==> src/fft_types_pkg.sv <==
// Sample, beat and output-word types shared by the FFT post-processing path.
// Frame sizes run from 8 to 256 points. CORDIC words carry two growth bits.

package fft_types_pkg;

  // Frame size limits, as log2
  localparam int MAX_FFT_SIZE_LOG2 = 8;
  localparam int MIN_FFT_SIZE_LOG2 = 3;
  localparam int MAX_FFT_SIZE      = 1 << MAX_FFT_SIZE_LOG2;
  localparam int SIZE_LOG2_W       = $clog2(MAX_FFT_SIZE_LOG2 + 1);

  // CORDIC vectoring pipeline
  localparam int          NUM_CORDIC_STAGES = 12;
  localparam int          CORDIC_W          = 18;
  // 0.60725 as an unsigned 16-bit fraction
  localparam logic [15:0] CORDIC_GAIN_Q16   = 16'd39797;
  localparam logic [14:0] MAG_MAX           = 15'h7FFF;

  typedef struct packed {
    logic signed [15:0] i;
    logic signed [15:0] q;
  } cplx_t;

  typedef struct packed {
    cplx_t sample;
    logic  valid;
    logic  last;
  } beat_t;

  typedef struct packed {
    logic signed [CORDIC_W-1:0] x;
    logic signed [CORDIC_W-1:0] y;
    logic                       valid;
    logic                       last;
  } cordic_beat_t;

  // Magnitude sits in the real half, imaginary half stays zero
  typedef struct packed {
    logic        zero;
    logic [14:0] mag;
    logic [15:0] pad;
  } mag_view_t;

  typedef union packed {
    cplx_t     cplx;
    mag_view_t mag;
  } out_word_u;

endpackage

==> src/cordic_stage.sv <==
// One registered CORDIC vectoring micro-rotation by 2^-SHIFT.
// Expects x >= 0 on entry; rotates y toward zero.
`timescale 1ns/1ps

module cordic_stage
  import fft_types_pkg::*;
#(
  parameter int SHIFT = 0
) (
  input  logic         ce_clk,
  input  logic         i_reset,
  input  cordic_beat_t i_stage,
  output cordic_beat_t o_stage
);

  logic signed [CORDIC_W-1:0] x_in;
  logic signed [CORDIC_W-1:0] y_in;
  logic signed [CORDIC_W-1:0] x_sh;
  logic signed [CORDIC_W-1:0] y_sh;
  logic signed [CORDIC_W-1:0] x_next;
  logic signed [CORDIC_W-1:0] y_next;
  logic signed [CORDIC_W-1:0] x_q;
  logic signed [CORDIC_W-1:0] y_q;
  logic                       valid_q;
  logic                       last_q;

  assign x_in = i_stage.x;
  assign y_in = i_stage.y;
  assign x_sh = x_in >>> SHIFT;
  assign y_sh = y_in >>> SHIFT;

  // Direction from the sign of y
  always_comb begin
    if (!y_in[CORDIC_W-1]) begin
      x_next = x_in + y_sh;
      y_next = y_in - x_sh;
    end else begin
      x_next = x_in - y_sh;
      y_next = y_in + x_sh;
    end
  end

  always_ff @(posedge ce_clk) begin
    x_q <= x_next;
    y_q <= y_next;
  end

  always_ff @(posedge ce_clk) begin
    if (i_reset) begin
      valid_q <= 1'b0;
      last_q  <= 1'b0;
    end else begin
      valid_q <= i_stage.valid;
      last_q  <= i_stage.last;
    end
  end

  assign o_stage = '{x: x_q, y: y_q, valid: valid_q, last: last_q};

endmodule

==> config.mk <==
export PLATFORM = sky130hd
export DESIGN_NAME = cordic_stage
export DESIGN_NICKNAME = d
export VERILOG_FILES = /design/src/fft_types_pkg.sv /design/src/cordic_stage.sv
export SDC_FILE = /design/constraint.sdc
export NUM_CORES = 1
export LEC_CHECK = 0
export ABC_CLOCK_PERIOD_IN_PS = 3300
export BUFFER_PORTS_ARGS = -buffer_cell sky130_fd_sc_hd__buf_2
export CAP_MARGIN = 40
export CORE_MARGIN = 10
export CORE_UTILIZATION = 35
export DETAILED_ROUTE_END_ITERATION = 8
export PLACE_DENSITY = 0.66
export SETUP_SLACK_MARGIN = 0.1
export SYNTH_ARGS = -nofsm -noshare
export SYNTH_HDL_FRONTEND = slang
export SYNTH_SLANG_ARGS = --single-unit
==> constraint.sdc <==
create_clock -name ce_clk -period 3.3 [get_ports ce_clk]
set_input_delay 0.495 -clock ce_clk [delete_from_list [all_inputs] [get_ports ce_clk]]
set_output_delay 0.495 -clock ce_clk [all_outputs]
set_load 0.02 [all_outputs]
* Word level (Yosys, flattened, before mapping)
Index checks and enable logic that the tools add are counted.
W data, S select, Z words.
** Word-level totals
- Register bits :: 38
- Latch bits :: 0
- Bits in writable memories :: 0
- Bits in read-only memories :: 0
- Input bits :: 40
- Output and inout port bits :: 38
- Word-level logic and storage cells :: 9
- Memories kept :: 0
** Cells by class
- Add/sub/neg operators :: 3
- $mul :: 0
- Div/mod/pow operators :: 0
- Order comparisons :: 0
- Eq/ne operators :: 0
- Shifts and indexed selects :: 0
- Mux-type cells :: 2
- Bitwise logic cells :: 0
- Reductions and logical operators :: 0
** Operator list (count)
- $mux W18 :: 2
- $sub A18 B18 Y18 :: 2
- $add A18 B18 Y18 :: 1

* Longest topological paths before layout
Gate-level depths: netlist of the first run.
- Depth after elaboration :: 2
- Mapped depth :: 10
- Mapped depth without buffers :: 10

* Least setup slack after synthesis of the first run
No wires, ideal clock.
- Path type :: input -> register
- From :: in i_stage[2] (netlist bit)
- To :: reg x_q[16]
- Library setup time :: 0.127 ns
- Arrival :: 2.396 ns
- Required time :: 3.173 ns
- Setup slack :: 0.776 ns
- Stages :: 9
- Buffers on the path :: 0
- Cells stage by stage :: ha_1 > fa_1 > nand2b_1 > a221oi_2 > a311o_1 > o41ai_4 > o211a_1 > o32ai_1 > xnor2_1
** Between the ends
- Longest elaborated chain between the ends :: 2
- Elaborated cells on any way between the ends :: 3
- Classes of those cells :: add/sub: 2; mux: 1
** RTL lines
- start, declared :: line cordic_stage.sv:12 : input cordic_beat_t i_stage,
- $add A18 B18 Y18 / $sub A18 B18 Y18 (equally long branches) :: line cordic_stage.sv:35, cordic_stage.sv:38
- $mux W18 * :: line cordic_stage.sv:34 : if (!y_in[CORDIC_W-1]) begin
- via x_next[16] :: line cordic_stage.sv:20 : logic signed [CORDIC_W-1:0] x_next;
- end signal, assigned :: line cordic_stage.sv:44 : x_q <= x_next;
- end, declared :: line cordic_stage.sv:22 : logic signed [CORDIC_W-1:0] x_q;
The timed path passes the listed nets; every way through them passes the cells marked *.
A chain may end at the register's enable or synchronous reset.

* Worst setup path after layout of the first run
Ends and elaborated chain as after synthesis.

==> results of run 1 <==
cell type report:
class                   instances  area [µm²]  share of cell area, %
multi-input cells             338        2530                   60.4
inverters                      48         185                   4.43
well taps                     133         166                   3.98
repair buffers                 89         475                   11.4
clock buffers                   5        68.8                   1.65
flip-flops and latches         37         741                   17.7
clock inverters                 3        17.5                  0.419
how the worst min path moves through the flow:
stage                  from                  to  cells after the start
floorplan           i_reset   last_q$_SDFF_PP0_                      1
global placement    i_reset  valid_q$_SDFF_PP0_                      2
detailed placement  i_reset  valid_q$_SDFF_PP0_                      2
CTS                 i_reset  valid_q$_SDFF_PP0_                      2
global route        i_reset  valid_q$_SDFF_PP0_                      2
finish              i_reset  valid_q$_SDFF_PP0_                      2
registers in the layout, summed over array words and instances, names as in the netlist:
| register | flops |
|---|---|
| x_q | 18 |
| y_q | 17 |
| last_q | 1 |
| valid_q | 1 |
per-stage QoR:
step,setup WS [ps],instances,power (mW)
5_1_grt,557,653,1.81
4_1_cts,700,653,1.71
6_report,707,653,1.70
3_3_place_gp,441,645,1.39
3_5_place_dp,403,645,1.39
2_1_floorplan,776,448,1.13
placed cells by master (no fill, tap or decap), types with 4 or more instances in the layout:
master    Yosys  final
a211oi_1      4      4
a21o_1       10     10
a21oi_1      31     31
and3_1        4      4
buf_2         6     77
buf_4         4     12
clkbuf_8      0      5
dfxtp_1      37     37
ha_1         51     51
inv_1        45     45
mux2i_1       5      5
nand2_1      25     25
nand2b_1      6      6
nand3b_1      6      6
nor2_1       26     26
nor2b_1      11     11
nor3_1        8      8
o211ai_1      5      5
o21a_1        5      5
o21ai_0      35     35
o21ai_1       6      6
o21bai_1      7      7
xnor2_1      28     28
xor2_1        4      4
synth_stat cells (all sizes together) (5+ instances only):
cell type / number
inv: 48
buf: 15
nand2: 25
o21ai: 41
o21a: 5
xnor2: 28
clkbuf: 10
o21bai: 7
a21o: 10
nand3b: 6
nand2b: 6
nor3: 8
nor2b: 11
mux2i: 5
a21oi: 31
nor2: 26
ha: 51
o211ai: 7
dfxtp: 37
routing by layer:
metal	vias to the layer above	global-route usage (%)	routed length (µm)
met1	1584	18.5	4920
met4	0	3.95	122
li1	1695	-	-
met2	140	21.4	4460
met3	11	3.72	936
met5	-	0	0
critical path: stages:
cell and delay [ps]:
buf_2 110, ha_1 220, fa_1 430, nand2b_1 120, a221oi_2 80, a311o_1 430, o41ai_4 380, o211a_1 240
o32ai_1 100, xnor2_1 150
kinds of logic (layout without fill, tap and decap cells):
family,count (synthesis),in the layout,synth area share (%)
AO/OA/AOI/OAI,144,144,27.2
XOR/XNOR,32,32,7.82
adder cells (fa/ha/maj),54,54,19.5
buffers and inverters,73,145,8.83
flip-flops,37,37,20.7
multiplexers,5,5,1.40
AND/OR/NAND/NOR,103,103,14.7
report_power, final:
part | internal [mW] | total (mW) | switching [mW]
Clock | 0.146 | 0.313 | 0.167
Combinational | 0.303 | 0.814 | 0.511
Sequential | 0.547 | 0.572 | 0.0247
Total | 0.996 | 1.70 | 0.703
==> results_dict.tcl, run 1 <==
set metrics [dict create \
    synth.top_cells.by_area "dfxtp_1, ha_1, xnor2_1" \
    rsz0062_at_grt "no" \
    grt_max_degree 48 \
    crit_type "in -> reg" \
    coreArea_mm2 0.00986 \
    place_area_mm2 0.00410 \
    cts_resized 0 \
    yosysWarnings 0 \
    fillers 1012 \
    critPathArrivalTime_ps 2770 \
    overflow 0 \
    num_rows 36 \
    cp-start-kind "input port" \
    syn_area_per_cell_um2 8.00 \
    synthArstFlopShare_pct 0 \
    synth_ff_type "dfxtp_1" \
    synth_area_mm2 0.00358 \
    htreeDepth 2 \
    tns_ps 0 \
    synth_top_area_share_pct 20.7 \
    post-cts-setup-buffers 0 \
    cts_root_buffer "clkbuf_8" \
    clock_path_buffers 2 \
    final_layout_size_suffix_gt1_share_pct 21.2 \
    grt_pass1_wl_mm 16.9 \
    finalCritPeriodShare_pct 78.6 \
    cts_tree "built" \
    required_ps 3470 \
    place_hpwl_mm 8.68 \
    hold_violations 0 \
    drc_errors 0 \
    gp_congestion 0.971 \
    final_area_mm2 0.00418 \
    port_buffers 77 \
    antenna_cells 0 \
    drt_iter0_drc 344 \
    finalCriticalPeriod_ps 2590 \
    clk_pin_slew_ps 80 \
    ios 78 \
    die_y_um 121 \
    synth_fp_nets 542 \
    grt_pass1_vias 3374 \
    status "completed" \
    antenna_found_initial 0 \
    p_leak_nw 2.01 \
    via_per_inst 5.25 \
    max_cap_viol_count 0 \
    cp-startpoint "i_stage[2]" \
    final_nets 613 \
    synthCells 448 \
    postRouteAntennaNets 0 \
    cts_buffers 5 \
    start_util_pct 36.3 \
    synth_top_area_cell "dfxtp_1" \
    die_x_um 121 \
    timing.critical_path.to "x_q[16]$_DFF_P_" \
    worst_hold_path_type "in -> reg" \
    relSlewSlack_pct 56.3 \
    wire_per_inst_um 16.0 \
    hold_ws_ps 363 \
    ys_seq_area_share_pct 20.7 \
    drt-total-wl_mm 10.4 \
    first_pass_iters 5 \
    vias 3430 \
    peakVddDrop_uv 178 \
    grt_usage_pct 13.9 \
    worst_pin_slew_ps 650 \
    drv_slew 0 \
    setup_viol_count_final 0 \
    post_synth_num_cell_types 63 \
    final_core_util_pct 42.4 \
    syn_to_final_growth_pct 16.6 \
    cts_sinks 37 \
    endpoint_kind "register" \
    cellPowerDensity_mw_per_mm2 406 \
    synth_enable_flop_cells 0 \
    ctsHoldBuffers 0 \
    path_max_fanout 4 \
    fmax_mhz 386 \
    synth_seq_cells 37 \
    die_area_mm2 0.0147 \
]
Note: power is estimated with default switching activity, not from simulation.
==> inputs of run 2 (changes only) <==
Settings changed: ABC_CLOCK_PERIOD_IN_PS 3300 to 2600.
Clock period 3.3 ns to 2.6 ns, I/O delays scaled along.
==> results_dict.tcl, run 2 (synthesized netlist as in run 1, its figures left out) <==
set metrics [dict create \
    place_area_mm2 0.00423 \
    required_ps 2780 \
    drv_slew 0 \
    place_hpwl_mm 8.93 \
    wire_per_inst_um 15.8 \
    drc_errors 0 \
    cts_root_buffer "clkbuf_8" \
    hold_violations 0 \
    gp_congestion 0.881 \
    die_x_um 121 \
    die_area_mm2 0.0147 \
    cts_tree "built" \
    htreeDepth 2 \
    endpoint_kind "register" \
    cp-startpoint "i_stage[2]" \
    max_cap_viol_count 0 \
    mostFrequentLayoutCells "buf_2, ha_1, inv_1" \
    p_leak_nw 2.10 \
    final_layout_size_suffix_gt1_share_pct 24.0 \
    path_max_fanout 4 \
    status "completed" \
    p_switching_mw 0.897 \
    num_rows 36 \
    final_nets 631 \
    total_power_mw 2.19 \
    critPathArrivalTime_ps 2560 \
    relSlewSlack_pct 64.5 \
    setup_viol_count_final 0 \
    largest_register_ffs 18 \
    antenna_cells 0 \
    ios 78 \
    whs_endpoint "valid_q$_SDFF_PP0_" \
    final_cell_count_no_fill 671 \
    postRouteAntennaNets 0 \
    peakVddDrop_uv 325 \
    syn_to_final_growth_pct 20.9 \
    regMostFlops "x_q" \
    cp-start-kind "input port" \
    dp.cells 663 \
    final_area_mm2 0.00433 \
    worst_hold_path_type "in -> reg" \
    cts_sinks 37 \
    finalCritPeriodShare_pct 91.8 \
    grt_pass1_wl_mm 17.6 \
    clock_path_buffers 2 \
    hold_path_startpoint "i_reset" \
    reg_top3 "x_q: 18 flops, y_q: 17 flops" \
    start_util_pct 36.3 \
    grt_max_degree 28 \
    seqPwrFrac_pct 33.3 \
    vias 3493 \
    drt_iter0_drc 246 \
    grt_pass1_vias 3472 \
    finalCriticalPeriod_ps 2390 \
    drt-total-wl_mm 10.6 \
    fmax_mhz 419 \
    die_y_um 121 \
    whs_path_depth 2 \
    crit_type "in -> reg" \
    p_int_mw 1.29 \
    via_per_inst 5.21 \
    pwr-share-clk_pct 18.0 \
    first_pass_iters 5 \
    port_buffers 77 \
    cellPowerDensity_mw_per_mm2 506 \
    clk_pin_slew_ps 80 \
    coreArea_mm2 0.00986 \
    rsz0062_at_grt "yes" \
    worst_pin_slew_ps 519 \
    combPwrFrac_pct 48.7 \
    grt_usage_pct 14.4 \
    final_common_cell "buf_2" \
    switching_share_pct 40.9 \
    cts_buffers 5 \
    antenna_found_initial 0 \
    overflow 0 \
]
## run 2: cell count changes in the layout (fill, tap and decap cells not counted)
cell      delta
a31oi_2      -1
buf_4       +18
o311ai_2     +1
o311ai_1     -1
a31oi_4      +1
## run 2: final cells by class
| class | count | area (µm²) |
|---|---|---|
| clock buffer | 5 | 68.8 |
| clock inverter | 3 | 17.5 |
| fill | 1016 | 5530 |
| inverter | 48 | 185 |
| multi-input combinational | 338 | 2540 |
| sequential | 37 | 741 |
| tap | 133 | 166 |
| timing repair buffer | 107 | 611 |
## run 2: timing repair
item / CTS / global route
hold endpoints to repair: 0 / 0
hold buffers: 0 / 0
gates resized for setup: 0 / 2
setup buffers: 0 / 0
endpoints found under the setup margin: 0 / 6
## run 2: routing by layer
metal | share of wire (%) | wire length [µm] | global-route usage (%) | vias to the layer above
met1 | 47 | 5010 | 20.1 | 1615
met2 | 43 | 4560 | 22.0 | 134
met3 | 8.3 | 879 | 2.79 | 13
met5 | 0 | 0 | 0 | -
li1 | - | - | - | 1731
met4 | 1.2 | 131 | 3.35 | 0
## run 2: worst max-delay path by stage
stage / endpoint / slack (ps) / cells after the start
2_1_floorplan: x_q[16]$_DFF_P_ / 180 / 9
3_3_place_gp: x_q[16]$_DFF_P_ / -130 / 10
3_5_place_dp: x_q[16]$_DFF_P_ / -150 / 10
4_1_cts: x_q[16]$_DFF_P_ / 140 / 10
5_1_grt: y_q[10]$_DFF_P_ / 90 / 11
6_report: x_q[16]$_DFF_P_ / 210 / 10
## run 2: worst max-delay path, stage by stage
cell      delay, ps
buf_2           110
ha_1            210
fa_1            440
nand2b_1        130
a221oi_2         70
a311o_1         420
o41ai_4         320
o211a_1         230
o32ai_1          90
xnor2_1         150
## run 2: power groups by stage
stage	clock [mW]	combinational [mW]	sequential, mW
after global routing	0.429	1.17	0.744
after detailed placement	0	1.06	0.744
final	0.394	1.07	0.731
after floorplan	0	0.529	0.902
after global placement	0	1.05	0.743
after CTS	0.404	1.06	0.731
## run 2: per-stage QoR
stage          utilization, %  setup slack [ps]  hold WS [ps]  TNS, ps
3_3_place_gp             42.9              -128           565     -413
3_5_place_dp             42.9              -154           568     -590
6_report                 43.9               214           264        0
5_1_grt                  43.9              91.5           257        0
2_1_floorplan               -               181           462        0
4_1_cts                  43.8               143           259        0
==> inputs of run 3 (changes only) <==
Settings changed: GPL_TIMING_DRIVEN set to 0.
==> results_dict.tcl, run 3 (synthesized netlist as in run 1, its figures left out) <==
set metrics [dict create \
    status "completed" \
    dp.cells 658 \
    grt_pass1_wl_mm 17.6 \
    setup_viol_count_final 0 \
    die_y_um 121 \
    mostFrequentLayoutCells "buf_2, ha_1, inv_1" \
    critPathArrivalTime_ps 2570 \
    die_area_mm2 0.0147 \
    cp-startpoint "i_stage[2]" \
    hold_violations 0 \
    postRouteAntennaNets 0 \
    final_nets 627 \
    die_x_um 121 \
    cts_tree "built" \
    grt_max_degree 13 \
    antenna_found_initial 0 \
    drc_errors 0 \
    switching_share_pct 39.0 \
    clk_pin_slew_ps 70 \
    fillers 1024 \
    p_int_mw 1.40 \
    antenna_cells 0 \
    wire_per_inst_um 16.5 \
    rsz0062_at_grt "yes" \
    num_rows 36 \
    endpoint_kind "register" \
    whs_endpoint "valid_q$_SDFF_PP0_" \
    gp_congestion 0.988 \
    grt_usage_pct 14.4 \
    coreArea_mm2 0.00986 \
    place_hpwl_mm 9.07 \
    final_core_util_pct 43.9 \
    htreeDepth 2 \
    place_ws_ps -269 \
    final_area_mm2 0.00433 \
    worst_pin_slew_ps 665 \
    cellPowerDensity_mw_per_mm2 530 \
    p_switching_mw 0.895 \
    relSlewSlack_pct 55.1 \
    via_per_inst 5.36 \
    total_power_mw 2.30 \
    fmax_mhz 412 \
    cp-start-kind "input port" \
    final_cell_count_no_fill 667 \
    pwr-share-clk_pct 22.0 \
    finalCriticalPeriod_ps 2430 \
    required_ps 2740 \
    place_area_mm2 0.00414 \
    hold_path_startpoint "i_reset" \
    p_leak_nw 2.07 \
    seqPwrFrac_pct 31.4 \
    regArea_um2 741 \
    worst_hold_path_type "in -> reg" \
    final_layout_size_suffix_gt1_share_pct 22.7 \
    path_max_fanout 4 \
    largest_register_ffs 18 \
    first_pass_iters 5 \
    peakVddDrop_uv 252 \
    drt-total-wl_mm 11.0 \
    reg_top3 "x_q: 18 flops, y_q: 17 flops" \
    cts_root_buffer "clkbuf_8" \
    syn_to_final_growth_pct 20.7 \
    port_buffers 77 \
    final.setup.worst_slack_ps 172 \
    combPwrFrac_pct 46.7 \
    crit_type "in -> reg" \
    finalCritPeriodShare_pct 93.4 \
    overflow 0 \
    drt_iter0_drc 294 \
    whs_path_depth 2 \
    ctsHoldBuffers 0 \
    drv_slew 0 \
    grt_pass1_vias 3525 \
    ios 78 \
    tns_ps 0 \
    regMostFlops "x_q" \
    vias 3578 \
    cts_buffers 5 \
    clock_path_buffers 2 \
    max_cap_viol_count 0 \
    final_common_cell "buf_2" \
    cts_sinks 37 \
    start_util_pct 36.3 \
    hold_ws_ps 280 \
    multi_input_area_mm2 0.00259 \
]
==> run 3: cell types whose count changed in the layout (fill, tap and decap cells not counted), sizes merged <==
| cell | before | now |
|---|---|---|
| buf | 107 | 92 |
| clkbuf | 5 | 17 |
| clkinv | 2 | 0 |
| bufinv | 0 | 1 |
==> run 3: area by class of cell <==
| type | instances | area share (%) |
|---|---|---|
| Buffer | 25 | 3.09 |
| Inverter | 48 | 4.28 |
| Clock inverter | 2 | 0.867 |
| Tap cell | 133 | 3.85 |
| Clock buffer | 6 | 1.91 |
| Sequential cell | 37 | 17.1 |
| Multi-Input combinational cell | 338 | 59.8 |
| Timing Repair Buffer | 78 | 9.08 |
==> run 3: power groups by stage <==
stage / combinational [mW] / clock [mW] / sequential, mW
after global routing: 1.17 / 0.539 / 0.733
after floorplan: 0.529 / 0 / 0.902
final: 1.07 / 0.504 / 0.720
after CTS: 1.05 / 0.520 / 0.722
after global placement: 1.03 / 0 / 0.731
after detailed placement: 1.04 / 0 / 0.736
==> run 3: worst max path at each step <==
stage	endpoint	slack, ps
final	x_q[14]$_DFF_P_	170
after global routing	y_q[17]$_DFF_P_	60
after CTS	x_q[14]$_DFF_P_	110
after detailed placement	x_q[14]$_DFF_P_	-270
after global placement	y_q[14]$_DFF_P_	-290
after floorplan	x_q[16]$_DFF_P_	180
==> run 3: timing repair <==
item                                    CTS  global route
gates resized for setup                   1            14
setup buffers                             1             0
cloned                                    0             0
pin swaps                                 3             3
endpoints found under the setup margin    4            13
==> run 3: metal layers <==
layer	GRT usage, %	share of wire (%)	up-vias	routed length, µm
li1	-	-	1718	-
met1	19.8	47	1657	5150
met2	22.3	43	185	4740
met3	2.28	8.2	18	908
met4	4.55	2.0	0	218
met5	0	0	-	0
==> run 3: critical path, cell delays in order <==
cell,delay [ps]
buf_2,120
ha_2,190
fa_2,390
nand2b_4,110
a221oi_4,70
a311o_1,370
o41ai_4,430
o21ai_1,160
o2bb2ai_1,170
xnor2_1,160
